### src/hw/rvIsaPkg.sv
package rvIsaPkg;

    // Widths that carry a meaning
    typedef logic [31:0] word_t;     // Data, address and instruction word
    typedef logic [4:0]  regAddr_t;  // Register index x0..x31
    typedef logic [6:0]  opcode_t;
    typedef logic [2:0]  funct3_t;

    // Major opcodes, instr[6:0]
    localparam opcode_t opR      = 7'b0110011;
    localparam opcode_t opImm    = 7'b0010011;
    localparam opcode_t opLoad   = 7'b0000011;
    localparam opcode_t opStore  = 7'b0100011;
    localparam opcode_t opBranch = 7'b1100011;

    // funct3, instr[14:12]
    localparam funct3_t f3AddSub = 3'b000;
    localparam funct3_t f3Slt    = 3'b010;
    localparam funct3_t f3Or     = 3'b110;
    localparam funct3_t f3And    = 3'b111;
    localparam funct3_t f3Word   = 3'b010; // lw and sw
    localparam funct3_t f3Beq    = 3'b000;

    // Instruction bit that turns add into sub (funct7[5])
    localparam int f7Sub = 30;

    // addi x0, x0, 0
    localparam word_t nopInstr = 32'h0000_0013;

endpackage

### src/hw/registerFile.sv
`timescale 1ns/1ps

module registerFile
    import rvIsaPkg::*;
(
    input  logic     CLK,
    input  logic     reset,
    input  logic     writeEnable,
    input  regAddr_t rs1,
    input  regAddr_t rs2,
    input  regAddr_t rd,
    input  word_t    writeData,
    output word_t    rdata1,
    output word_t    rdata2
);

    word_t regs [32];

    always_ff @(posedge CLK) begin
        if (reset) begin
            for (int i = 0; i < 32; i++) begin
                regs[i] <= '0;
            end
        end else if (writeEnable && rd != '0) begin
            regs[rd] <= writeData; // x0 stays zero
        end
    end

    // Combinational reads, no bypass needed in a single-cycle core
    assign rdata1 = regs[rs1];
    assign rdata2 = regs[rs2];

endmodule

### config.mk
export PLATFORM = sky130hd
export DESIGN_NAME = registerFile
export DESIGN_NICKNAME = d
export VERILOG_FILES = /design/src/hw/rvIsaPkg.sv /design/src/hw/registerFile.sv
export SDC_FILE = /design/constraint.sdc
export NUM_CORES = 2
export LEC_CHECK = 0
export ABC_AREA = 1
export BUFFER_PORTS_ARGS = -buffer_cell sky130_fd_sc_hd__buf_2
export CAP_MARGIN = 20
export CORE_ASPECT_RATIO = 1.75
export CORE_UTILIZATION = 35
export CTS_CLUSTER_DIAMETER = 60
export DETAILED_ROUTE_END_ITERATION = 7
export PLACE_DENSITY = 0.53
export SLEW_MARGIN = 20
export SYNTH_ARGS = -nofsm -noshare
export SYNTH_HDL_FRONTEND = slang
export SYNTH_SLANG_ARGS = --single-unit
### constraint.sdc
create_clock -name CLK -period 3.5 [get_ports CLK]
set_input_delay 0.175 -clock CLK [delete_from_list [all_inputs] [get_ports CLK]]
set_output_delay 0.175 -clock CLK [all_outputs]
set_load 0.01 [all_outputs]
==> flow_metrics.py <==
metrics = {
    "status": {
        "outcome": "completed",
    },
    "synth": {
        "ys_types": 16,
        "syn_avg_cell_area_um2": 7.88,
        "ys_ff_latch": 1024,
        "synthCells": 7191,
        "synth-seq-area-share": 0.543,
        "synth_top_cell_area_share": 0.543,
        "yosys_warnings": 0,
        "synth.largest_area_cell": "edfxtp_1",
        "synthesis.area_um2": 56600,
        "ys_top_cells_by_area": "edfxtp_1 54%, nand2_1 19%, nand3_1 14%, nor2_1 6.6%, buf_2 3.0%",
    },
    "detailed_routing": {
        "drtPass1Iterations": 8,
        "drc": 0,
        "routed_wl_um": 232000,
        "ant_nets": 0,
        "post_drt_wl_per_cell_um": 25.4,
        "drt_iter0_drc": 6372,
        "avgViaCountPerCell": 5.70,
        "vias": 52100,
    },
    "global_routing": {
        "grt_pass1_vias": 50000,
        "grt_usage": 0.277,
        "grt_first_pass_wirelength_um": 335000,
        "grt_max_degree": 139,
        "use_met1": 0.348,
        "antenna_found_initial": 3,
        "grt_use_met3": 0.0333,
        "met2_usage": 0.472,
        "grt-busiest-layer": "met2",
        "grt_overflow_total": 0,
    },
    "final_layout": {
        "top_regs": "regs: 1024 flops",
        "nets": 7034,
        "instances_no_fill": 9139,
        "regMostFlops": "regs",
        "fillCellCount": 16200,
        "regArea_um2": 30700,
        "multiInputGateArea_um2": 22800,
        "layout-drive-gt1-share": 0.0715,
        "largest_reg_flops": 1024,
        "area_growth_pct": 9.94,
    },
    "setup_path": {
        "end_kind": "output port",
        "worstSetupPathType": "primary input to output port",
        "worstSetupStartpointType": "primary input",
        "path_max_fanout": 125,
        "arrival_ns": 2.55,
        "cp.required_ns": 3.32,
        "critPathCapture": "rdata2[10]",
        "startpoint": "rs2[0]",
    },
    "sta": {
        "rsz0062_at_grt": "no",
        "setup-violations-final": 0,
        "relSlewSlack": 0.286,
        "max_freq_ghz": 0.367,
        "fin_tns_setup_ns": 0,
        "finalHoldViolCount": 0,
        "min_period_ns": 2.73,
        "final_max_slew_viol_count": 0,
        "setup_slack_ns": 0.772,
        "worst_pin_slew_ns": 1.06,
        "fin_crit_sh": 0.779,
    },
    "job": {
        "maxCapViolCount": 0,
    },
    "floorplanning": {
        "dieArea_um2": 163000,
        "die_h_um": 534,
        "io_pins": 114,
        "die_w_um": 306,
        "rows": 195,
        "core_area_um2": 161000,
        "start_util": 0.352,
    },
    "power_and_ir_drop": {
        "cellPowerDensity_nw_per_um2": 475,
        "power.leakage_nw": 26.1,
        "peakVddDrop_mv": 0.323,
    },
    "clock_tree": {
        "cts-hold-fix-buffers": 0,
        "ctsResizeCount": 0,
        "cts_tree": "built",
        "clkSinkCount": 1024,
        "htree_levels": 3,
        "root_buffer": "clkbuf_16",
        "cts.clk_slew.worst_paths_ns": 0.07,
        "post-cts-setup-buffers": 0,
        "cts_made_buffers": 97,
        "cts_max_path_buffers": 3,
    },
    "placement": {
        "dp_hpwl_um": 133000,
        "port_buffers": 113,
        "pre_cts_ws_ns": 0.863,
        "place_congestion": 0.879,
        "dpl.cell_count": 8952,
    },
    "hold_path": {
        "min_path_type": "primary input to flip-flop",
    },
}
## worst max-delay path, cell delays in order
cell,delay (ns)
buf_8,0.21
inv_16,0.42
buf_4,0.38
nand2_1,0.08
nand3_1,0.08
nand3_1,0.18
nand2_1,0.12
nand2_1,0.05
nand2_1,0.08
nand2_1,0.14
nand2_1,0.24
buf_2,0.17
## layer usage
layer	wire [µm]	part of all wire
met3	20300	0.087
met5	0	0
met1	89200	0.38
met2	112000	0.48
met4	11000	0.047
## power breakdown
group | leakage, nW | internal [mW] | switching [mW]
logic | 14.8 | 1.14 | 3.16
clock network | 1.51 | 5.79 | 4.96
registers | 9.75 | 14.2 | 0.366
total | 26.1 | 21.1 | 8.48
## metrics by stage
stage | total power, mW | hold WS [ns] | utilization | instance area, µm²
2_1_floorplan | 17.2 | 0.414 | - | 56800
3_3_place_gp | 19.0 | 0.771 | 0.367 | 59200
3_5_place_dp | 19.0 | 0.776 | 0.367 | 59200
4_1_cts | 29.6 | 0.0346 | 0.386 | 62200
5_1_grt | 30.4 | 0.0853 | 0.387 | 62300
6_report | 29.6 | 0.0602 | 0.387 | 62300
## synthesized netlist by cell type (all sizes together)
cell type,instances
nand2,2942
nand3,1537
edfxtp,1024
nor2,993
buf,437
clkbuf,192
inv,53
nor3,7
nand4,4
clkinv,1
conb,1
## worst min path at each step
stage,cells past startpoint,startpoint,slack [ns],to
2_1_floorplan,2,writeData[31],0.41,regs[1][31]
3_3_place_gp,4,rd[3],0.77,regs[23][9]
3_5_place_dp,4,rd[3],0.78,regs[23][3]
4_1_cts,4,rd[3],0.03,regs[23][3]
5_1_grt,4,writeData[14],0.09,regs[25][14]
6_report,4,rd[3],0.06,regs[23][3]
## area by class of cell
class | instances | area share
clock inverter | 60 | 0.00744
clock buffer | 122 | 0.0419
multi-input combinational | 5515 | 0.366
timing repair buffer | 292 | 0.0448
inverter | 54 | 0.00422
tap | 2068 | 0.0416
sequential | 1024 | 0.494
antenna | 4 | 0.000161
## cells in the final DEF, fill, tap and decap left out
cell           n
clkinv_1      32
diode_2        4
clkinv_2      23
edfxtp_1    1024
nand4_1        4
bufinv_16      7
buf_6          2
buf_8          4
inv_8          2
clkinvlp_4     2
inv_6          4
clkbuf_16    101
inv_1         32
clkinv_4       2
nand2_1     2880
nor3_1         7
nand2_2       62
buf_2        105
buf_12        64
nand3_1     1537
conb_1        32
inv_16         2
buf_16         1
buf_4        116
clkbuf_1      21
nor2_1       993
inv_2          8
## cells by family after synthesis
| family | Yosys count | share of synthesized area |
|---|---|---|
| buffers and inverters | 683 | 0.0593 |
| other | 1 | 0.0000662 |
| flip-flops | 1024 | 0.543 |
| AND/OR/NAND/NOR | 5483 | 0.398 |
Power figures use the tool's default switching activity.
