==> src/hw/rvIsaPkg.sv <==
package rvIsaPkg;

    // Widths that carry a meaning
    typedef logic [31:0] word_t;     // Data, address and instruction word
    typedef logic [4:0]  regAddr_t;  // Register index x0..x31
    typedef logic [6:0]  opcode_t;
    typedef logic [2:0]  funct3_t;

    // Major opcodes, instr[6:0]
    localparam opcode_t opR      = 7'b0110011;
    localparam opcode_t opImm    = 7'b0010011;
    localparam opcode_t opLoad   = 7'b0000011;
    localparam opcode_t opStore  = 7'b0100011;
    localparam opcode_t opBranch = 7'b1100011;

    // funct3, instr[14:12]
    localparam funct3_t f3AddSub = 3'b000;
    localparam funct3_t f3Slt    = 3'b010;
    localparam funct3_t f3Or     = 3'b110;
    localparam funct3_t f3And    = 3'b111;
    localparam funct3_t f3Word   = 3'b010; // lw and sw
    localparam funct3_t f3Beq    = 3'b000;

    // Instruction bit that turns add into sub (funct7[5])
    localparam int f7Sub = 30;

    // addi x0, x0, 0
    localparam word_t nopInstr = 32'h0000_0013;

endpackage

==> src/hw/rvCorePkg.sv <==
package rvCorePkg;

    // ALU function, picked by the decoder
    typedef enum logic [2:0] {
        aluAdd,
        aluSub,
        aluAnd,
        aluOr,
        aluSlt
    } aluOp_t;

    // Control word for one instruction
    typedef struct packed {
        logic   regWrite;  // Write rd at the edge
        logic   aluSrcImm; // Second operand is imm
        logic   memWrite;  // sw
        logic   memToReg;  // lw, writeback from memory
        logic   branch;    // beq
        aluOp_t aluOp;
    } ctrl_t;

    // No side effects at all
    localparam ctrl_t ctrlNone = '{
        regWrite:  1'b0,
        aluSrcImm: 1'b0,
        memWrite:  1'b0,
        memToReg:  1'b0,
        branch:    1'b0,
        aluOp:     aluAdd
    };

    // Memory sizes in words
    localparam int imemDepth = 64;
    localparam int dmemDepth = 64;

    // Word index into either memory
    typedef logic [$clog2(imemDepth)-1:0] memIndex_t;

endpackage

==> src/hw/executeUnit.sv <==
`timescale 1ns/1ps

module executeUnit
    import rvIsaPkg::*, rvCorePkg::*;
(
    input  ctrl_t ctrl,
    input  word_t pc,
    input  word_t rdata1,
    input  word_t rdata2,
    input  word_t imm,
    output word_t aluResult,
    output logic  takeBranch,
    output word_t branchTarget
);

    word_t operandB;
    logic  zero;

    assign operandB = ctrl.aluSrcImm ? imm : rdata2;

    always_comb begin
        case (ctrl.aluOp)
            aluAdd:  aluResult = rdata1 + operandB;
            aluSub:  aluResult = rdata1 - operandB;
            aluAnd:  aluResult = rdata1 & operandB;
            aluOr:   aluResult = rdata1 | operandB;
            aluSlt: begin
                // Signed compare
                aluResult = {31'b0, $signed(rdata1) < $signed(operandB)};
            end
            default: aluResult = '0;
        endcase
    end

    assign zero = (aluResult == '0);

    // beq resolves in the same cycle
    assign takeBranch   = ctrl.branch & zero;
    assign branchTarget = pc + imm;

endmodule

==> config.mk <==
export PLATFORM = sky130hd
export DESIGN_NAME = executeUnit
export DESIGN_NICKNAME = d
export VERILOG_FILES = /design/src/hw/rvIsaPkg.sv /design/src/hw/rvCorePkg.sv /design/src/hw/executeUnit.sv
export SDC_FILE = /design/constraint.sdc
export NUM_CORES = 1
export LEC_CHECK = 0
export BUFFER_PORTS_ARGS = -buffer_cell sky130_fd_sc_hd__buf_2
export CAP_MARGIN = 20
export CELL_PAD_IN_SITES_DETAIL_PLACEMENT = 0
export CELL_PAD_IN_SITES_GLOBAL_PLACEMENT = 1
export CORE_ASPECT_RATIO = 0.5
export CORE_UTILIZATION = 39
export DETAILED_ROUTE_END_ITERATION = 7
export PLACE_DENSITY_LB_ADDON = 0.1
export REMOVE_ABC_BUFFERS = 1
export SYNTH_ARGS = -nofsm -noshare
export SYNTH_HDL_FRONTEND = slang
export SYNTH_SLANG_ARGS = --single-unit
==> constraint.sdc <==
create_clock -name vclk -period 8.9
set_clock_uncertainty 0.2 [all_clocks]
set_input_delay 1.335 -clock vclk [all_inputs]
set_output_delay 1.335 -clock vclk [all_outputs]
set_load 0.005 [all_outputs]
==> run summary <==
Final instance area: 8071 sq um
Worst EP arrival: 6410 ps
Starting Density: 40.99%
Largest delay contributor family on the critical path: simple AND/OR/NAND/NOR gates
Vert. Die Dim: 96.09 um
Crit start category: input pin
Slowest-stage cell, CP: or4_1
Final HPWL DP: 21.43 mm
Slowest stage delay, CP: 550 ps
RSZ-0062 raised after global routing: false
Worst vdd ir: 0.03322 mV
Cells after Synth: 1027
Worst hold margin: 2779 ps
Register area: 0 sq um
Area of the multi-input gates: 6269 sq um
Area grow syn2layout: 16.89%
Layout cell share with drive strength beyond 1: 18.55%
Status: completed
Vias in the first global route: 7265
Slew margin rel.: 36.85%
Pre-CTS setup slack: 1004 ps
Largest net degree at the start of global routing: 64
Critical Path Start: ctrl[6]
Synth Cell Area: 6905 sq um
Final setup TNS: 0 ps
Avg Vias per Cell: 5.735
Max Cap Viol: 0
Worst path depth: 15
Total routed wirelength: 25.95 mm
Antenna Cells: 0
Final-stage net count: 1454
Cells after DPL: 1412
Total congestion overflow: 0
FFs & Latches: 0
Crit Path Max Fanout: 15
Critical path class: input pin to output port
Worst-Margin Slew: 943.7 ps
Placed instance area: 8066 sq um
I/O Pins: 201
CTS resizes: 0
WL/cell: 18.36 um
Synth Warn #: 0
Seq/Total Area, Yosys: 0%
Post-route DRC: 0
Syn Area/Cell: 6.724 sq um
Non-Filler Instances: 1413
Setup violations, final: 0
Final Hold Viols: 0
Row cnt: 33
Leakage: 4.098 nW
Min Tclk post-route: 7944 ps
Cell variety after synth: 71
Worst path bufs/invs: 2
First-pass DRT Iterations: 5
Worst setup EP type: output port
Crit path to: takeBranch
Routed Antenna Nets: 0
First-pass GRT wire length: 39.88 mm
Finished Core Util: 47.91%
Worst path cell trace: buf_2 -> mux2i_1 -> ha_1 -> or2_1 -> nor3b_1 -> o211ai_1 -> and3_1 -> or3_1 -> a32o_1 -> or4_1 -> or4_1 -> nor4_1 -> o2111ai_1 -> nor2_1 -> buf_2
Die area: 18270 sq um
Gpl congestion: 0.9249
Fmax: 125.9 MHz
Initial antenna violation count: 0
PwrDens: 76.66 nW/um^2
Die span in x: 190.2 um
Vias: 8104
Core ar.: 16850 sq um
Required @ worst endpoint: 7360 ps
Iteration-0 DRC Markers: 682
Total power: 0.6187 mW
GRT Total Usage: 27.62%
Setup Buffers After CTS: 0
Fin worst setup slack: 956.4 ps
Final period util: 89.25%
Hold/Removal Path Class: input pin to output port
Clock buffers: 0
Hold Buf Count CTS: 0
Number of port buffers: 198
Layout fillers: 1857
Final Max Tran Viols: 0
-- final cells by class --
type | instances | share of cell area (%)
Multi-Input combinational cell | 860 | 77.66
Tap cell | 227 | 3.519
Inverter | 118 | 5.488
Timing Repair Buffer | 208 | 13.33
-- worst min path at each step --
stage                  from              end  depth (start not counted)
floorplan           ctrl[2]    aluResult[30]                          1
global placement      pc[0]  branchTarget[0]                          3
detailed placement    pc[0]  branchTarget[0]                          3
CTS                   pc[0]  branchTarget[0]                          3
global route          pc[0]  branchTarget[0]                          3
finish                pc[0]  branchTarget[0]                          3
-- worst min-delay path: cells and delay by family --
kind | cells | cell delay [ps]
buffers and inverters | 2 | 180
adder cells (fa/ha/maj) | 1 | 120
-- cells by family (layout without fill, tap and decap cells) --
group | Yosys count | after routing | share of synthesized area (%)
AOI/OAI and AO/OA | 356 | 356 | 34.90
adders and majority gates | 130 | 130 | 23.88
muxes | 38 | 38 | 5.508
xor gates and xnor gates | 43 | 43 | 5.454
and+or+nand+nor | 293 | 293 | 20.98
buffers and inverters | 167 | 326 | 9.277
-- layer usage --
layer	global-route usage, %	share of wire [%]	vias to the layer above
li1	-	-	4087
met1	41.20	52	3728
met2	44.50	41	279
met3	2.114	6.0	10
met4	2.133	0.74	0
met5	0	0	-
-- where the power goes --
group	internal (mW)	switching [mW]	total, mW
Clock	0	0	0
Combinational	0.251	0.368	0.619
Sequential	0	0	0
Total	0.251	0.368	0.619
-- cells in the final DEF (no fill, tap or decap), types with 4 or more instances in the layout --
cell / count
a21oi_1: 93
a211o_1: 14
buf_4: 8
nand2b_1: 15
o221ai_1: 7
inv_1: 117
xor2_1: 9
nor2b_1: 17
nand2_1: 77
nor2_1: 66
nand4_1: 13
a211oi_1: 17
o311a_1: 5
a21o_1: 22
a221oi_1: 7
and3_1: 8
ha_1: 127
or4_1: 10
a31oi_1: 13
a2111oi_0: 6
nor4_1: 9
xnor2_1: 34
or3_1: 11
o211ai_1: 21
nand3_1: 16
o31ai_1: 5
o2111ai_1: 9
o22ai_1: 12
o21ai_0: 58
nor3_1: 32
mux2i_1: 38
o21a_1: 10
o211a_1: 4
o21bai_1: 13
buf_2: 198
a311oi_1: 4
-- synth_stat cells, types with 13 or more instances --
cell      instances  share of area, %
ha_1            127                23
inv_1           117               6.4
a21oi_1          93               6.7
nand2_1          77               4.2
nor2_1           67               3.6
o21ai_0          58               4.2
mux2i_1          38               5.5
xnor2_1          34               4.3
nor3_1           32               2.3
clkbuf_1         31               1.7
a21o_1           22               2.4
o211ai_1         21               2.3
a211oi_1         17               1.8
nor2b_1          17               1.5
nand3_1          16               1.2
nand2b_1         15               1.4
a211o_1          14               1.8
a31oi_1          13               1.2
nand4_1          13               1.2
o21bai_1         13               1.4
Note: power is estimated with default switching activity, not from simulation.
