<file path="src/hw/rvIsaPkg.sv">
package rvIsaPkg;

    // Widths that carry a meaning
    typedef logic [31:0] word_t;     // Data, address and instruction word
    typedef logic [4:0]  regAddr_t;  // Register index x0..x31
    typedef logic [6:0]  opcode_t;
    typedef logic [2:0]  funct3_t;

    // Major opcodes, instr[6:0]
    localparam opcode_t opR      = 7'b0110011;
    localparam opcode_t opImm    = 7'b0010011;
    localparam opcode_t opLoad   = 7'b0000011;
    localparam opcode_t opStore  = 7'b0100011;
    localparam opcode_t opBranch = 7'b1100011;

    // funct3, instr[14:12]
    localparam funct3_t f3AddSub = 3'b000;
    localparam funct3_t f3Slt    = 3'b010;
    localparam funct3_t f3Or     = 3'b110;
    localparam funct3_t f3And    = 3'b111;
    localparam funct3_t f3Word   = 3'b010; // lw and sw
    localparam funct3_t f3Beq    = 3'b000;

    // Instruction bit that turns add into sub (funct7[5])
    localparam int f7Sub = 30;

    // addi x0, x0, 0
    localparam word_t nopInstr = 32'h0000_0013;

endpackage

</file>
<file path="src/hw/rvCorePkg.sv">
package rvCorePkg;

    // ALU function, picked by the decoder
    typedef enum logic [2:0] {
        aluAdd,
        aluSub,
        aluAnd,
        aluOr,
        aluSlt
    } aluOp_t;

    // Control word for one instruction
    typedef struct packed {
        logic   regWrite;  // Write rd at the edge
        logic   aluSrcImm; // Second operand is imm
        logic   memWrite;  // sw
        logic   memToReg;  // lw, writeback from memory
        logic   branch;    // beq
        aluOp_t aluOp;
    } ctrl_t;

    // No side effects at all
    localparam ctrl_t ctrlNone = '{
        regWrite:  1'b0,
        aluSrcImm: 1'b0,
        memWrite:  1'b0,
        memToReg:  1'b0,
        branch:    1'b0,
        aluOp:     aluAdd
    };

    // Memory sizes in words
    localparam int imemDepth = 64;
    localparam int dmemDepth = 64;

    // Word index into either memory
    typedef logic [$clog2(imemDepth)-1:0] memIndex_t;

endpackage

</file>
<file path="src/hw/dataMemory.sv">
`timescale 1ns/1ps

module dataMemory
    import rvIsaPkg::*, rvCorePkg::*;
(
    input  logic  CLK,
    input  logic  writeEnable,
    input  word_t addr,
    input  word_t writeData,
    output word_t readData
);

    word_t     mem [dmemDepth];
    memIndex_t index;

    assign index = addr[$bits(memIndex_t)+1:2]; // Byte address to word index

    always_ff @(posedge CLK) begin
        if (writeEnable) begin
            mem[index] <= writeData;
        end
    end

    assign readData = mem[index]; // Async read for lw

    storeAligned: assert property (@(posedge CLK) writeEnable |-> addr[1:0] == 2'b00)
        else $error("Misaligned store to %h", addr);

    storeInRange: assert property (@(posedge CLK) writeEnable |-> addr < dmemDepth * 4)
        else $error("Store beyond data memory: %h", addr);

endmodule

</file>
<file path="config.mk">
export PLATFORM = sky130hd
export DESIGN_NAME = dataMemory
export DESIGN_NICKNAME = d
export VERILOG_FILES = /design/src/hw/rvIsaPkg.sv /design/src/hw/rvCorePkg.sv /design/src/hw/dataMemory.sv
export SDC_FILE = /design/constraint.sdc
export NUM_CORES = 2
export LEC_CHECK = 0
export BUFFER_PORTS_ARGS = -buffer_cell sky130_fd_sc_hd__buf_2
export CAP_MARGIN = 10
export CORE_MARGIN = 8
export CORE_UTILIZATION = 55
export CTS_BUF_LIST = sky130_fd_sc_hd__clkbuf_4 sky130_fd_sc_hd__clkbuf_8
export DETAILED_ROUTE_END_ITERATION = 7
export GPL_ROUTABILITY_DRIVEN = 0
export PLACE_DENSITY = 0.78
export SLEW_MARGIN = 20
export SYNTH_ARGS = -nofsm -noshare
export SYNTH_HDL_FRONTEND = slang
export SYNTH_SLANG_ARGS = --single-unit
</file>
<file path="constraint.sdc">
create_clock -name CLK -period 9.1 [get_ports CLK]
set_input_delay 0.91 -clock CLK [delete_from_list [all_inputs] [get_ports CLK]]
set_output_delay 0.91 -clock CLK [all_outputs]
set_load 0.05 [all_outputs]
</file>
==> results.json <==
{
  "critPathTopFamily": "buffers and inverters",
  "synth_edf_count": 2048,
  "largest_register": "mem",
  "postSynthAreaPerCell_um2": 18.61,
  "yosysSeqAreaShare_pct": 78.56,
  "cts.path.max_buffers": 4,
  "vias": 44120,
  "startpoint": "addr[3]",
  "die_h_um": 393.3,
  "hp-start": "writeData[1]",
  "syn_nets": 4273,
  "ys_seq_elements": 2048,
  "finalCritPeriodShare_pct": 69.16,
  "cts_inserted_buffers": 318,
  "first_global_vias": 42950,
  "multiInputGateArea_mm2": 0.01604,
  "cts_setup_buffers": 0,
  "layout_setup_ws_ns": 2.806,
  "async_flop_share_pct": 0,
  "synth_top_area_share_pct": 78.56,
  "cp_max_fo": 83,
  "slowest_delay_ns": 0.90,
  "slew_viol_final": 0,
  "max-vdd-ir-drop_v": 0.0001865,
  "cts.htree.levels": 5,
  "grt_pass1_wl_mm": 290.2,
  "power_leakage_nw": 28.03,
  "reg_top3": "mem: 2048 flops",
  "clock-sinks": 2048,
  "critPathArrivalTime_ns": 5.38,
  "slowest_stage": "a211oi_1",
  "ys_top_cells_by_count": "edfxtp_1 (2048), mux2i_1 (259), a22oi_1 (188)",
  "antenna_found_initial": 28,
  "synth_most_common_cell": "edfxtp_1",
  "path_buf_inv": 4,
  "crit_chain": "buf_8, buf_4, and2_1, buf_4, a22o_1, nor3_1, a211oi_1, a2111oi_0, nand3_1, buf_2",
  "cts-root-buf": "clkbuf_8",
  "period_needed_ns": 6.294,
  "synth_ff_type": "edfxtp_1",
  "synth_area_leader_cell": "edfxtp_1",
  "holdWs_ns": 0.3800,
  "dpl_worst_slack_ns": 3.056,
  "power_density_mw_per_mm2": 214.4,
  "die-area_mm2": 0.1547,
  "nNetsFinal": 4497,
  "vias_per_cell": 6.745,
  "path_class": "in2out",
  "synthCells": 4207,
  "track_usage_pct": 25.84,
  "postCtsHoldBufs": 0,
  "cap_viol_max_count": 0,
  "hold_class": "in2reg",
  "max_slew_margin_pct": 13.42,
  "overflow": 0,
  "cts_tree": "yes",
  "placeableCoreArea_mm2": 0.1414,
  "ys_types": 55,
  "finalSetupViolations": 0,
  "yosysWarnings": 0,
  "worstPathRequired_ns": 8.19,
  "cp-start-kind": "input pin",
  "ant_nets": 0,
  "rsz0062_at_grt": "no",
  "status": "finished clean",
  "crit_top_cell": "buf_4",
  "wire_per_inst_um": 31.19,
  "io_pins": 98,
  "fmax_ghz": 0.1589,
  "wirelength_mm": 204.0,
  "cts_resized": 0,
  "tightest_slew_ns": 1.266,
  "start_util_pct": 55.36,
  "io_buffers": 71,
  "tns_ns": 0,
  "synth_area_leaders": "edfxtp_1 (79%), mux2i_1 (3.3%), mux4_2 (2.8%), mux2_2 (2.1%), a221oi_1 (2.0%)",
  "grt_max_degree": 121,
  "syn_area_mm2": 0.07829,
  "hold_violations": 0,
  "area_delta_synth_final_pct": 11.38,
  "drt_iter0_drc": 7031,
  "finalPower_mw": 18.69,
  "drc": 0,
  "die_x_um": 393.3,
  "worst_setup_path_end_kind": "output port",
  "clk_pin_slew_ns": 0.06,
  "drtPass1Iterations": 6,
  "detailedPlacementHpwl_mm": 112.2,
  "rows": 138,
  "largest_reg_flops": 2048,
  "seq_area_mm2": 0.06150,
  "drive_above_1_share_pct": 21.35,
  "fillCellCount": 9361
}
-- cell usage in the layout (no fill, tap or decap), types with 6 or more instances in the layout --
cell type   synthesis  final
and3_1             85     85
clkbuf_8            0    324
nand3_1            54     53
clkbuf_4            1    104
mux2_2            147    147
edfxtp_1         2048   2048
a21oi_1           121    121
nor2_1            145     77
a211oi_1           17     17
or4_1              15     15
nor3_1             22     19
diode_2             0     10
a22o_1             66     66
o21ai_0            84     84
o2bb2ai_1          15     15
o22a_1             70     70
nand2_1            28     27
a31oi_1            43     43
clkinv_1            0     72
or4b_1             14     14
nor4_1             14     14
mux2i_1           259    259
buf_2              83     46
buf_4               8    149
a2111oi_0          15     12
a221oi_1          175    175
nor2_4              0     68
clkinv_2            0     18
a221o_1            15     15
a222oi_1           16     16
mux4_2             96     96
o22ai_1            93     93
o221ai_1            6      6
nand2b_1           18     15
clkinvlp_4          0      7
a22oi_1           188    188
-- per-layer routing --
| metal | vias up | routed length [µm] | GRT usage (%) |
|---|---|---|---|
| met5 | - | 168 | 0.3134 |
| met3 | 545 | 30300 | 8.198 |
| met4 | 18 | 8818 | 10.80 |
| met2 | 3486 | 94130 | 39.86 |
| li1 | 18010 | - | - |
| met1 | 22060 | 70590 | 34.23 |
-- report_power, final --
| group | total [mW] | switching [mW] | internal [mW] |
|---|---|---|---|
| Combinational | 1.08 | 0.785 | 0.296 |
| Clock | 7.15 | 3.33 | 3.82 |
| Sequential | 10.5 | 0.0146 | 10.4 |
| Total | 18.7 | 4.13 | 14.6 |
-- cells by family (layout without fill, tap and decap cells) --
kind of cell	Yosys count	count (layout)	synth area share, %
AO/OA/AOI/OAI	933	933	8.733
flip-flops	2048	2048	78.56
multiplexers	502	502	8.188
AND/OR/NAND/NOR	424	424	2.829
other	0	10	0
buffers and inverters	300	734	1.696
-- per-stage QoR --
step,instance area (µm²),util (%),instances
3_5_place_dp,81320,57.50,6000
4_1_cts,87100,61.59,6530
6_report,87200,61.66,6541
2_1_floorplan,78290,-,4207
3_3_place_gp,81310,57.50,6000
5_1_grt,87180,61.65,6533
-- final cells by class --
type / instances / area share (%)
diodes: 10 / 0.02870
clock buffers: 428 / 6.009
clock inverters: 102 / 0.6213
inverters: 2 / 0.01722
multi-input cells: 1859 / 18.39
flip-flops and latches: 2048 / 70.53
well taps: 1890 / 2.712
repair buffers: 202 / 1.690
-- worst paths after layout --
check                                  end  depth (start not counted)
worst max-delay path          readData[16]                         10
worst min-delay path  mem[30][1]$_DFFE_PP_                          1
Note: power is estimated with default switching activity, not from simulation.
