### src/verification/program.hex
// One 32-bit instruction word per line in hex, starting at address 0
// Text after each word is the assembly and the byte address
00000263 // 00 beq  x0, x0, +4    taken, no writes on the first cycle
00500093 // 04 addi x1, x0, 5
ffd00113 // 08 addi x2, x0, -3
002081b3 // 0c add  x3, x1, x2
40208233 // 10 sub  x4, x1, x2
0020f2b3 // 14 and  x5, x1, x2
0020e333 // 18 or   x6, x1, x2
001123b3 // 1c slt  x7, x2, x1    negative operand
0020a433 // 20 slt  x8, x1, x2
00708013 // 24 addi x0, x1, 7     write to x0
001004b3 // 28 add  x9, x0, x1
00402823 // 2c sw   x4, 16(x0)
00602a23 // 30 sw   x6, 20(x0)
01002503 // 34 lw   x10, 16(x0)
01402583 // 38 lw   x11, 20(x0)
00450463 // 3c beq  x10, x4, +8   taken
06300613 // 40 addi x12, x0, 99   skipped
00208463 // 44 beq  x1, x2, +8    not taken
fff00693 // 48 addi x13, x0, -1
02800713 // 4c addi x14, x0, 40
fed72e23 // 50 sw   x13, -4(x14)
ffc72783 // 54 lw   x15, -4(x14)
40d78833 // 58 sub  x16, x15, x13
00080463 // 5c beq  x16, x0, +8   taken
00100893 // 60 addi x17, x0, 1    skipped
0006a933 // 64 slt  x18, x13, x0
003969b3 // 68 or   x19, x18, x3
00b9fa33 // 6c and  x20, x19, x11
00000063 // 70 beq  x0, x0, 0     self-branch

### src/hw/rvIsaPkg.sv
package rvIsaPkg;

    // Widths that carry a meaning
    typedef logic [31:0] word_t;     // Data, address and instruction word
    typedef logic [4:0]  regAddr_t;  // Register index x0..x31
    typedef logic [6:0]  opcode_t;
    typedef logic [2:0]  funct3_t;

    // Major opcodes, instr[6:0]
    localparam opcode_t opR      = 7'b0110011;
    localparam opcode_t opImm    = 7'b0010011;
    localparam opcode_t opLoad   = 7'b0000011;
    localparam opcode_t opStore  = 7'b0100011;
    localparam opcode_t opBranch = 7'b1100011;

    // funct3, instr[14:12]
    localparam funct3_t f3AddSub = 3'b000;
    localparam funct3_t f3Slt    = 3'b010;
    localparam funct3_t f3Or     = 3'b110;
    localparam funct3_t f3And    = 3'b111;
    localparam funct3_t f3Word   = 3'b010; // lw and sw
    localparam funct3_t f3Beq    = 3'b000;

    // Instruction bit that turns add into sub (funct7[5])
    localparam int f7Sub = 30;

    // addi x0, x0, 0
    localparam word_t nopInstr = 32'h0000_0013;

endpackage

### src/hw/rvCorePkg.sv
package rvCorePkg;

    // ALU function, picked by the decoder
    typedef enum logic [2:0] {
        aluAdd,
        aluSub,
        aluAnd,
        aluOr,
        aluSlt
    } aluOp_t;

    // Control word for one instruction
    typedef struct packed {
        logic   regWrite;  // Write rd at the edge
        logic   aluSrcImm; // Second operand is imm
        logic   memWrite;  // sw
        logic   memToReg;  // lw, writeback from memory
        logic   branch;    // beq
        aluOp_t aluOp;
    } ctrl_t;

    // No side effects at all
    localparam ctrl_t ctrlNone = '{
        regWrite:  1'b0,
        aluSrcImm: 1'b0,
        memWrite:  1'b0,
        memToReg:  1'b0,
        branch:    1'b0,
        aluOp:     aluAdd
    };

    // Memory sizes in words
    localparam int imemDepth = 64;
    localparam int dmemDepth = 64;

    // Word index into either memory
    typedef logic [$clog2(imemDepth)-1:0] memIndex_t;

endpackage

### src/hw/fetchUnit.sv
`timescale 1ns/1ps

module fetchUnit
    import rvIsaPkg::*, rvCorePkg::*;
(
    input  logic  CLK,
    input  logic  reset,
    input  logic  takeBranch,
    input  word_t branchTarget,
    output word_t pc,
    output word_t instr
);

    word_t     rom [imemDepth];
    word_t     nextPc;
    memIndex_t pcIndex;

    // Unused locations read back as nops
    initial begin
        for (int i = 0; i < imemDepth; i++) begin
            rom[i] = nopInstr;
        end
        $readmemh("/design/src/verification/program.hex", rom);
    end

    assign nextPc = takeBranch ? branchTarget : pc + 32'd4;

    always_ff @(posedge CLK) begin
        if (reset) begin
            pc <= '0;
        end else begin
            pc <= nextPc;
        end
    end

    assign pcIndex = pc[$bits(memIndex_t)+1:2]; // Word address
    assign instr   = rom[pcIndex];

    // Branch offsets are only halfword aligned, so a bad beq could break this
    pcAligned: assert property (@(posedge CLK) disable iff (reset) pc[1:0] == 2'b00)
        else $error("PC misaligned: %h", pc);

    pcInRom: assert property (@(posedge CLK) disable iff (reset) pc < imemDepth * 4)
        else $error("PC beyond instruction ROM: %h", pc);

endmodule

### config.mk
export PLATFORM = sky130hd
export DESIGN_NAME = fetchUnit
export DESIGN_NICKNAME = d
export VERILOG_FILES = /design/src/hw/rvIsaPkg.sv /design/src/hw/rvCorePkg.sv /design/src/hw/fetchUnit.sv
export SDC_FILE = /design/constraint.sdc
export NUM_CORES = 1
export LEC_CHECK = 0
export BUFFER_PORTS_ARGS = -buffer_cell sky130_fd_sc_hd__buf_2
export CORE_MARGIN = 1
export CORE_UTILIZATION = 40
export CTS_CLUSTER_DIAMETER = 100
export DETAILED_ROUTE_END_ITERATION = 10
export HOLD_SLACK_MARGIN = 0.12
export PLACE_DENSITY_LB_ADDON = 0.2
export SYNTH_ARGS = -nofsm -noshare
export SYNTH_HDL_FRONTEND = slang
export SYNTH_SLANG_ARGS = --single-unit
### constraint.sdc
create_clock -name CLK -period 3.15 [get_ports CLK]
set_clock_uncertainty 0.05 [all_clocks]
set_input_delay 0.315 -clock CLK [delete_from_list [all_inputs] [get_ports CLK]]
set_output_delay 0.315 -clock CLK [all_outputs]
set_load 0.03 [all_outputs]
==> metrics.md <==
| Metric | Value |
|---|---|
| Status | `completed` |
| WL per Instance | `12.2 um` |
| HPWL Detailed | `3330 um` |
| Critical Path, Cell by Cell | `nand4_4 > or4_4 > or4_1 > a311oi_1` |
| PD cells | `446 mW/mm^2` |
| Core area | `0.00475 mm^2` |
| Hold Vio Cnt, Final | `0` |
| CP arrival | `between 2 and 2.5 ns` |
| Initial antenna violation count | `0` |
| Post-CTS Resized | `0` |
| Syn Inst Count | `247` |
| Max Freq | `approximately 460 MHz` |
| Share of post-route cells with drive strength above 1 | `between 20% and 30%` |
| Worst-Margin Slew | `about 0.85 ns` |
| DRT iter0 DRCs | `roughly 110` |
| Regs by FF count | `pc x32` |
| Critical Path Start Type | `flop` |
| Synth cell types | `40` |
| Hold Buf Count CTS | `0` |
| Total global-route track usage | `18.0%` |
| TritonCTS buffer count | `5` |
| Area Overhead vs Synth | `17.0%` |
| Final worst slack | `slightly below 1 ns` |
| Nets | `approximately 340` |
| # diodes | `0` |
| Htree depth | `2` |
| Post-CTS setup buffer count | `0` |
| Number of max-cap violations | `0` |
| Worst-path clk slew | `approximately 0.07 ns` |
| Critical setup path kind | `reg -> reg` |
| Cell row count | `25` |
| Tcrit/Tclk final | `between 60% and 70%` |
| Commonest cells after routing, fill and taps aside | `buf_2, conb_1, dfxtp_1` |
| Slowest-stage cell, CP | `or4_4` |
| Die W | `between 70 and 80 um` |
| Critical path buffers and inverters | `0` |
| Final setup vio count | `0` |
| Antenna viol nets, final | `0` |
| GRT overflow | `0` |
| Syn Area/Cell | `8.09 um^2` |
| Via total after detailed routing | `1,868` |
| Register name with the most flops | `pc` |
| Sum Neg Setup Slack | `0 ns` |
| Placed Cells | `367` |
| Largest register FFs | `32` |
| P_leak | `approximately 0.99 nW` |
| Max-slew violation count | `0` |
| RSZ-0062 raised after global routing | `no` |
| PortBufs | `66` |
| Post-synth EDFFs | `0` |
| Slowest stage delay, CP | `0.64 ns` |
| Mapped cell area | `~0.002 mm^2` |
| Clk root buf | `clkbuf_8` |
| Via/cell ratio | `approximately 5.0` |
| Non-Filler Instances | `approximately 370` |
| Hold Path Class | `in -> reg` |
| Die Y | `between 70 and 80 um` |
| Clock Sinks | `32` |
| Initial core utilization | `a little over two fifths` |
| Leading cell type in the layout, fill and taps excluded | `buf_2` |
| Peak VDD IR | `approximately 0.27 mV` |
| CTS tree | `yes` |
| Clock Latency Late Sink | `between 0.2 and 0.3 ns` |
| Buffer depth of the longest clock path | `2` |
| Critical Path RT | `approximately 3.3 ns` |
| End-of-flow core utilization | `49.2%` |
| Synth Warn # | `0` |
| Top_reg_cell synth | `dfxtp_1` |
| Largest net degree at the start of global routing | `33` |
| Global-route wire length before repair | `7510 um` |
| Hold Slack | `approximately 0.21 ns` |
| Total Wirelength | `approximately 4600 um` |
| Placement Setup Slack | `around 0.99 ns` |
| Vias in the first global route | `1,644` |
| Worst setup EP type | `flop` |
| Gpl congestion | `0.807` |
| First-pass DRT Iterations | `4` |
| Async S/R FF share, synth | `0%` |
| IO Pins | `between 90 and 100` |
| Worst relative slew slack | `~43%` |
| Sequential share of the synthesized area | `about a third` |
| Synthesis-stage register bit count | `32` |
| Worst-path fanout max | `14` |
| # DRC | `0` |
| Min cycle time layout | `around 2.2 ns` |
| Die Area | `0.00529 mm^2` |
| Worst path top cell family by delay | `simple AND/OR/NAND/NOR gates` |
[path summary, 6_finish.rpt]
check | start | endpoint | slack [ns] | depth (start not counted)
worst max-delay path | pc[5]$_SDFF_PP0_ | pc[22]$_SDFF_PP0_ | 0.98 | 4
worst min register to register | pc[0]$_SDFFE_PP0P_ | pc[0]$_SDFFE_PP0P_ | 0.44 | 2
worst min-delay path | branchTarget[5] | pc[5]$_SDFF_PP0_ | 0.21 | 2
worst max register to register | pc[5]$_SDFF_PP0_ | pc[22]$_SDFF_PP0_ | 0.98 | 4
[synth_stat cells (all sizes together), types with 8 or more instances]
cell / instances / area [um^2]
o21ai: 10 / 50.1
buf: 38 / 272
a311oi: 15 / 131
nand3: 10 / 55.1
inv: 9 / 33.8
or4: 9 / 75.1
or3: 9 / 57.6
nand2: 15 / 56.3
dfxtp: 32 / 641
nor2: 27 / 101
nor3: 8 / 40.0
[power breakdown]
group / switching [mW] / internal, mW / total [mW]
clock: 0.146 / 0.195 / 0.340
sequential: 0.0374 / 0.433 / 0.471
combinational: 0.166 / 0.0668 / 0.233
[layer usage]
layer	up-vias	wire length, um	track usage [%]
li1	970	-	-
met1	832	2250	24.7
met2	62	2000	27.6
met3	4	297	4.70
met4	0	35	5.88
met5	-	0	0
[per-stage QoR]
| stage | cell area (um^2) | power (mW) |
|---|---|---|
| after floorplan | 2110 | 0.676 |
| after global placement | 2240 | 0.712 |
| after detailed placement | 2240 | 0.712 |
| after CTS | 2340 | 1.05 |
| after global routing | 2340 | 1.09 |
| final | 2340 | 1.04 |
[logic make-up (layout without fill, tap and decap cells)]
kind of cell | Yosys count | after routing | synth area share, %
AOI/OAI and AO/OA | 53 | 53 | 19.8
and+or+nand+nor | 94 | 94 | 25.6
adders and majority gates | 1 | 1 | 0.626
xor gates and xnor gates | 8 | 8 | 3.50
muxes | 3 | 3 | 1.50
buffers and inverters | 54 | 84 | 16.6
other | 2 | 32 | 0.376
DFF | 32 | 32 | 32.0
[layout make-up]
type	count	area, um^2
tap	67	83.8
fill	506	2410
multi-input combinational	191	1140
inverter	9	33.8
timing repair buffer	68	345
sequential	32	641
clock buffer	7	96.3
No activity file was read; power rests on OpenSTA's default activity.
