<file path="config.mk">
export PLATFORM = sky130hd
export DESIGN_NAME = decodeUnit
export DESIGN_NICKNAME = d
export VERILOG_FILES = /design/src/hw/rvIsaPkg.sv /design/src/hw/rvCorePkg.sv /design/src/hw/decodeUnit.sv
export SDC_FILE = /design/constraint.sdc
export NUM_CORES = 1
export LEC_CHECK = 0
export BUFFER_PORTS_ARGS = -buffer_cell sky130_fd_sc_hd__buf_2
export CAP_MARGIN = 20
export CELL_PAD_IN_SITES_DETAIL_PLACEMENT = 1
export CELL_PAD_IN_SITES_GLOBAL_PLACEMENT = 1
export CORE_UTILIZATION = 19
export DETAILED_ROUTE_END_ITERATION = 8
export GPL_TIMING_DRIVEN = 0
export MAX_ROUTING_LAYER = met4
export PLACE_DENSITY = 0.86
export REMOVE_ABC_BUFFERS = 1
export SETUP_SLACK_MARGIN = 0.02
export SLEW_MARGIN = 20
export SYNTH_ARGS = -nofsm -noshare
export SYNTH_HDL_FRONTEND = slang
export SYNTH_SLANG_ARGS = --single-unit
export TNS_END_PERCENT = 5
</file>
<file path="constraint.sdc">
create_clock -name vclk -period 4.3
set_clock_uncertainty 0.1 [all_clocks]
set_input_delay 0 -clock vclk [all_inputs]
set_output_delay 0 -clock vclk [all_outputs]
set_load 0.05 [all_outputs]
</file>
<file path="src/hw/rvIsaPkg.sv">
package rvIsaPkg;

    // Widths that carry a meaning
    typedef logic [31:0] word_t;     // Data, address and instruction word
    typedef logic [4:0]  regAddr_t;  // Register index x0..x31
    typedef logic [6:0]  opcode_t;
    typedef logic [2:0]  funct3_t;

    // Major opcodes, instr[6:0]
    localparam opcode_t opR      = 7'b0110011;
    localparam opcode_t opImm    = 7'b0010011;
    localparam opcode_t opLoad   = 7'b0000011;
    localparam opcode_t opStore  = 7'b0100011;
    localparam opcode_t opBranch = 7'b1100011;

    // funct3, instr[14:12]
    localparam funct3_t f3AddSub = 3'b000;
    localparam funct3_t f3Slt    = 3'b010;
    localparam funct3_t f3Or     = 3'b110;
    localparam funct3_t f3And    = 3'b111;
    localparam funct3_t f3Word   = 3'b010; // lw and sw
    localparam funct3_t f3Beq    = 3'b000;

    // Instruction bit that turns add into sub (funct7[5])
    localparam int f7Sub = 30;

    // addi x0, x0, 0
    localparam word_t nopInstr = 32'h0000_0013;

endpackage

</file>
<file path="src/hw/rvCorePkg.sv">
package rvCorePkg;

    // ALU function, picked by the decoder
    typedef enum logic [2:0] {
        aluAdd,
        aluSub,
        aluAnd,
        aluOr,
        aluSlt
    } aluOp_t;

    // Control word for one instruction
    typedef struct packed {
        logic   regWrite;  // Write rd at the edge
        logic   aluSrcImm; // Second operand is imm
        logic   memWrite;  // sw
        logic   memToReg;  // lw, writeback from memory
        logic   branch;    // beq
        aluOp_t aluOp;
    } ctrl_t;

    // No side effects at all
    localparam ctrl_t ctrlNone = '{
        regWrite:  1'b0,
        aluSrcImm: 1'b0,
        memWrite:  1'b0,
        memToReg:  1'b0,
        branch:    1'b0,
        aluOp:     aluAdd
    };

    // Memory sizes in words
    localparam int imemDepth = 64;
    localparam int dmemDepth = 64;

    // Word index into either memory
    typedef logic [$clog2(imemDepth)-1:0] memIndex_t;

endpackage

</file>
<file path="src/hw/decodeUnit.sv">
`timescale 1ns/1ps

module decodeUnit
    import rvIsaPkg::*, rvCorePkg::*;
(
    input  word_t    instr,
    output ctrl_t    ctrl,
    output regAddr_t rs1,
    output regAddr_t rs2,
    output regAddr_t rd,
    output word_t    imm
);

    opcode_t opcode;
    funct3_t funct3;
    word_t   immI;
    word_t   immS;
    word_t   immB;

    assign opcode = instr[6:0];
    assign funct3 = instr[14:12];

    // Register fields sit at fixed positions in every format
    assign rs1 = instr[19:15];
    assign rs2 = instr[24:20];
    assign rd  = instr[11:7];

    // Sign-extended immediates
    assign immI = {{20{instr[31]}}, instr[31:20]};
    assign immS = {{20{instr[31]}}, instr[31:25], instr[11:7]};
    assign immB = {{19{instr[31]}}, instr[31], instr[7], instr[30:25], instr[11:8], 1'b0};

    always_comb begin
        ctrl = ctrlNone;
        imm  = '0;
        case (opcode)
            opR: begin
                ctrl.regWrite = 1'b1;
                case (funct3)
                    f3AddSub: ctrl.aluOp = instr[f7Sub] ? aluSub : aluAdd;
                    f3Slt:    ctrl.aluOp = aluSlt;
                    f3Or:     ctrl.aluOp = aluOr;
                    f3And:    ctrl.aluOp = aluAnd;
                    default:  ctrl.regWrite = 1'b0; // Shifts and xor not supported
                endcase
            end
            opImm: begin
                // Only addi
                ctrl.regWrite  = (funct3 == f3AddSub);
                ctrl.aluSrcImm = 1'b1;
                imm            = immI;
            end
            opLoad: begin
                ctrl.regWrite  = (funct3 == f3Word); // lw only
                ctrl.aluSrcImm = 1'b1;
                ctrl.memToReg  = 1'b1;
                imm            = immI;
            end
            opStore: begin
                ctrl.memWrite  = (funct3 == f3Word); // sw only
                ctrl.aluSrcImm = 1'b1;
                imm            = immS;
            end
            opBranch: begin
                ctrl.branch = (funct3 == f3Beq);
                ctrl.aluOp  = aluSub; // Zero flag means equal
                imm         = immB;
            end
            default: begin
                ctrl = ctrlNone; // Unknown opcode has no effect
            end
        endcase
    end

endmodule

</file>
==> out/qor.yml, run 1 <==
holdCritStartpoint: "instr[23]"
critPathLaunchType: "input port"
crit_fanout: 20
cp_common_cell: "buf_2"
antennaDiodeCount: 0
relSlewSlack_pct: 45.26
pre_cts_slack_ns: 2.330
grt_max_degree: 21
peakVddDrop_v: 0.00004456
rsz0062_at_grt: "false"
fin_crit_ns: 1.906
min_period_over_period_pct: 44.33
syn-cell-area_um2: 566.8
place_congestion: 0.6444
nClkBuffers: 0
grt_overflow: 0
start_util_pct: 20.38
drc_errors: 0
drt_iter0_markers: 2
synthDistinctLibCells: 22
crit_family: "simple AND/OR/NAND/NOR gates"
hp-class: "in -> out"
ant_nets: 0
mostFrequentLayoutCell: "buf_2"
antenna_found_initial: 0
finalSetupViolations: 0
path_buf_inv: 2
layout_common_cells: "buf_2, nor2b_1, nor2_1"
io_pins: 87
core_um2: 2781
flops_and_latches: 0
seq_area_frac_synth_pct: 0
p_per_area_nw_per_um2: 104.2
fmax_mhz: 524.7
final_area_um2: 778.2
finish.utilization_pct: 27.98
wl_per_cell_um: 10.78
drt-total-wl_um: 1692
crit_chain: "buf_2 > nand4bb_4 > nor3_4 > nor2_2 > nor2b_1 > buf_2"
slowest_delay_ns: 0.66
hpwlAfterDp_um: 1461
criticalPathCategory: "in -> out"
final_max_slew_viol_count: 0
final_layout_size_suffix_gt1_share_pct: 66.67
status: "complete, no violations"
first_global_vias: 530
area_growth_pct: 37.31
die_area_um2: 3205
critPathLaunch: "instr[2]"
layoutNonFillerInstCount: 157
maxCapViolations: 0
rows: 19
hold_depth: 2
arrival_ns: 1.81
die_h_um: 56.62
ys_warn_count: 0
placed_cells: 152
min_to: "rs2[3]"
hold_viol_final: 0
cp.required_ns: 4.20
port_buffers: 77
finalWorstSetupSlack_ns: 2.394
seqCellArea_um2: 0
syn_avg_cell_area_um2: 7.175
num_vias: 633
synth_cells: 79
die_w_um: 56.62
dpl_cell_area_um2: 728.2
grt_pass1_wl_um: 2518
leakagePower_uw: 0.0004849
crit_slowest_cell: "nor2b_1"
track_usage_pct: 9.587
first_pass_iters: 2
tightest_slew_ns: 0.8194
nets: 160
cp-end-kind: "output pin"
viasPerCell: 4.032
worst max-delay path by stage:
| stage | to | slack (ns) | cells after the start |
|---|---|---|---|
| 3_3_place_gp | imm[20] | 2.39 | 6 |
| 3_5_place_dp | imm[14] | 2.33 | 6 |
| 4_1_cts | imm[14] | 2.34 | 6 |
| 2_1_floorplan | imm[12] | -9.29 | 4 |
| 6_report | imm[26] | 2.39 | 6 |
| 5_1_grt | imm[26] | 2.19 | 6 |
layer usage:
metal	vias to the layer above	global-route usage (%)	share of wire [%]
met5	-	-	0
met4	0	0	0
met3	0	0.4608	6.4
met2	28	18.49	54
met1	278	11.56	40
li1	327	-	-
metrics by stage:
step | total power (uW) | hold slack (ns) | TNS, ns
2_1_floorplan | 23.21 | -0.1000 | -185.78
3_3_place_gp | 68.40 | -0.09954 | 0
3_5_place_dp | 69.06 | -0.09954 | 0
4_1_cts | 81.82 | 0.2054 | 0
5_1_grt | 85.33 | 0.2071 | 0
6_report | 81.12 | 0.2045 | 0
where the power goes:
group | leakage (uW) | internal, uW | total [uW] | switching, uW
sequential | 0 | 0 | 0 | 0
combinational | 0.000485 | 23.1 | 81.1 | 58.0
clock | 0 | 0 | 0 | 0
total | 0.000485 | 23.1 | 81.1 | 58.0
cells by family after synthesis:
kind of cell / Yosys count / share of synthesized area, %
buffers and inverters: 36 / 47.02
AO/OA/AOI/OAI: 12 / 17.22
AND/OR/NAND/NOR: 31 / 35.76
cells in the mapped netlist (all sizes together), types with 2 or more instances:
cell type | instances | area share, %
a21oi | 4 | 5.5
buf | 35 | 46
nor3 | 4 | 5.5
nand2 | 4 | 2.6
nand3 | 2 | 1.8
nor2b | 7 | 7.7
nor2 | 8 | 7.1
nand2b | 2 | 2.2
a22o | 4 | 6.2
layout make-up:
class,count,area (um^2)
Timing Repair Buffer,82,435.4
Tap cell,31,38.79
Inverter,1,3.754
Fill cell,365,2003
Multi-Input combinational cell,43,300.3
timing repair:
action	4_1_cts	5_1_grt
resized for setup	0	0
buffers inserted	0	0
hold buffers	5	0
endpoints found under the setup margin	0	0
endpoints found under the hold margin	5	0
Power figures use the tool's default switching activity.
==> inputs of run 2 (changes only) <==
--- a/config.mk
+++ b/config.mk
@@ -5,15 +5,16 @@
 export SDC_FILE = /design/constraint.sdc
 export NUM_CORES = 1
 export LEC_CHECK = 0
+export ABC_AREA = 1
 export BUFFER_PORTS_ARGS = -buffer_cell sky130_fd_sc_hd__buf_2
 export CAP_MARGIN = 20
 export CELL_PAD_IN_SITES_DETAIL_PLACEMENT = 1
 export CELL_PAD_IN_SITES_GLOBAL_PLACEMENT = 1
-export CORE_UTILIZATION = 19
+export CORE_UTILIZATION = 17
 export DETAILED_ROUTE_END_ITERATION = 8
 export GPL_TIMING_DRIVEN = 0
 export MAX_ROUTING_LAYER = met4
-export PLACE_DENSITY = 0.86
+export PLACE_DENSITY = 0.78
 export REMOVE_ABC_BUFFERS = 1
 export SETUP_SLACK_MARGIN = 0.02
 export SLEW_MARGIN = 20
==> constraint.sdc (replaced) <==
create_clock -name vclk -period 1.8
set_clock_uncertainty 0.1 [all_clocks]
set_input_delay 0 -clock vclk [all_inputs]
set_output_delay 0 -clock vclk [all_outputs]
set_load 0.05 [all_outputs]
==> out/qor.yml, run 2 <==
status: "complete, no violations"
synth_area_leaders: "buf_4, nand2_1, inv_1, nand3_1, nor2_1"
start_util_pct: 17.98  # -2.4 points
leakagePower_uw: 0.0005954  # +23%
rsz0062_at_grt: "false"
cts_setup_buffers: 0  # unchanged
syn_avg_cell_area_um2: 5.590  # -22%
port_buffers: 77  # unchanged
p_per_area_nw_per_um2: 232.6  # +120%
grt_pass1_wl_um: 2829  # +12%
tightest_slew_ns: 0.5093  # -0.3101 ns
peakVddDrop_v: 0.0001073  # +140%
yosys-top-cells-count: "buf_4, nand2_1, inv_1, nor2_1, nand3_1"
first_pass_iters: 4  # +2
grt_max_degree: 21  # unchanged
yosys.area_share.simple_pct: 42.09  # +6.3 points
synth_compound_area_share_pct: 5.544  # -12 points
finish.utilization_pct: 25.21  # -2.8 points
drc_errors: 0  # unchanged
synthDistinctLibCells: 16  # -27%
synthMuxAreaShare_pct: 0  # unchanged
synth_top_family_by_area: "buffers and inverters"
hold_depth: 2  # unchanged
antenna_found_initial: 0  # unchanged
criticalPathCategory: "in -> out"
final_area_um2: 854.6  # +9.8%
switchingPower_uw: 147.0  # +150%
crit_fanout: 20  # unchanged
critPathLaunchType: "input port"
io_pins: 87  # unchanged
num_vias: 805  # +27%
seq_power_share_pct: 0  # unchanged
layoutNonFillerInstCount: 203  # +29%
rows: 21  # +2
die_w_um: 61.87  # +9.3%
yosys.area.top_type: "buf_4"
nClkBuffers: 0  # unchanged
first_global_vias: 678  # +28%
syn-cell-area_um2: 609.3  # +7.5%
arrival_ns: 1.31  # -0.50 ns
antennaDiodeCount: 0  # unchanged
power.total_uw: 198.8  # +150%
flops_and_latches: 0  # unchanged
synth_cells: 109  # +38%
hpwlAfterDp_um: 1678  # +15%
core_um2: 3390  # +22%
placed_cells: 198  # +30%
grt_overflow: 0  # unchanged
ys_warn_count: 0  # unchanged
track_usage_pct: 9.553  # -0.034 points
die_area_um2: 3828  # +19%
fin_crit_ns: 1.411
hp-class: "in -> out"
pwr-share-comb_pct: 100.0  # about the same
seq_area_frac_synth_pct: 0  # unchanged
die_h_um: 61.87  # +9.3%
ant_nets: 0  # unchanged
hold_viol_final: 0  # unchanged
min_period_over_period_pct: 78.42
fmax_mhz: 708.5
layout_common_cells: "buf_2, nand2_1, inv_1"
wl_per_cell_um: 9.611  # -11%
synth_xor_area_share_pct: 0  # unchanged
swShare_pct: 73.95  # +2.4 points
viasPerCell: 3.966  # -1.6%
seqCellArea_um2: 0  # unchanged
p_int_uw: 51.77  # +120%
synth_top_area_share_pct: 41.89  # -4.5 points
dpl_cell_area_um2: 797.0  # +9.5%
drt-total-wl_um: 1951  # +15%
finalSetupViolations: 0  # unchanged
mostFrequentLayoutCell: "buf_2"
maxCapViolations: 0  # unchanged
cp.required_ns: 1.70  # -2.50 ns
clock_power_share_pct: 0  # unchanged
yosys.area_share.adder_pct: 0  # unchanged
area_growth_pct: 40.25
place_congestion: 0.7523  # +17%
final_layout_size_suffix_gt1_share_pct: 55.41  # -11 points
post-synth-top-count-cell: "buf_4"
drt_iter0_markers: 3  # +1
nets: 191  # +19%
final_max_slew_viol_count: 0  # unchanged
relSlewSlack_pct: 65.94  # +21 points
cp-end-kind: "output pin"
-- run 2: per-stage QoR --
step           setup WS [ns]  hold WS [ns]  setup TNS, ns
5_1_grt               0.2126        0.2122              0
6_report              0.3885        0.2039              0
2_1_floorplan         -10.95       -0.1000        -218.99
3_3_place_gp        -0.01859      -0.09954        -0.3397
4_1_cts               0.1682        0.2047              0
3_5_place_dp        -0.08670      -0.09954         -1.676
-- run 2: final timing paths --
check	from	to
min	instr[10]	rd[3]
max	instr[3]	imm[12]
-- run 2: kinds of logic (layout without fill, tap and decap cells) --
group	after synthesis	after routing
compound gates	4	4
simple gates	54	54
buf+inv	51	99
-- run 2: layer usage --
layer | up-vias | global-route usage [%] | part of all wire, %
met5 | - | - | 0
met4 | 0 | 0 | 0
met3 | 0 | 0.8282 | 9.9
met2 | 53 | 18.59 | 50
met1 | 351 | 11.21 | 40
li1 | 401 | - | -
-- run 2: worst max-delay path, cell delays in order --
cell	delay, ns
buf_2	0.10
nor2_1	0.12
nand2_2	0.12
nor2_4	0.25
a21oi_4	0.11
nor2_4	0.27
buf_2	0.34
-- run 2: area by class of cell --
cell class / instances / area (um^2)
Timing Repair Buffer: 82 / 435.4
Tap cell: 46 / 57.56
Fill cell: 468 / 2535
Multi-Input combinational cell: 58 / 297.8
Inverter: 17 / 63.81
-- run 2: timing repair --
action | in CTS | in global routing
endpoints found under the hold margin | 5 | 0
hold buffers | 5 | 0
gates resized for setup | 1 | 1
endpoints found under the setup margin | 20 | 20
-- run 2: power by group through the flow --
stage	clock network, uW	logic [uW]	registers [uW]
after floorplan	0	62.8	0
after global placement	0	167	0
after detailed placement	0	169	0
after CTS	0	200	0
after global routing	0	213	0
final	0	199	0
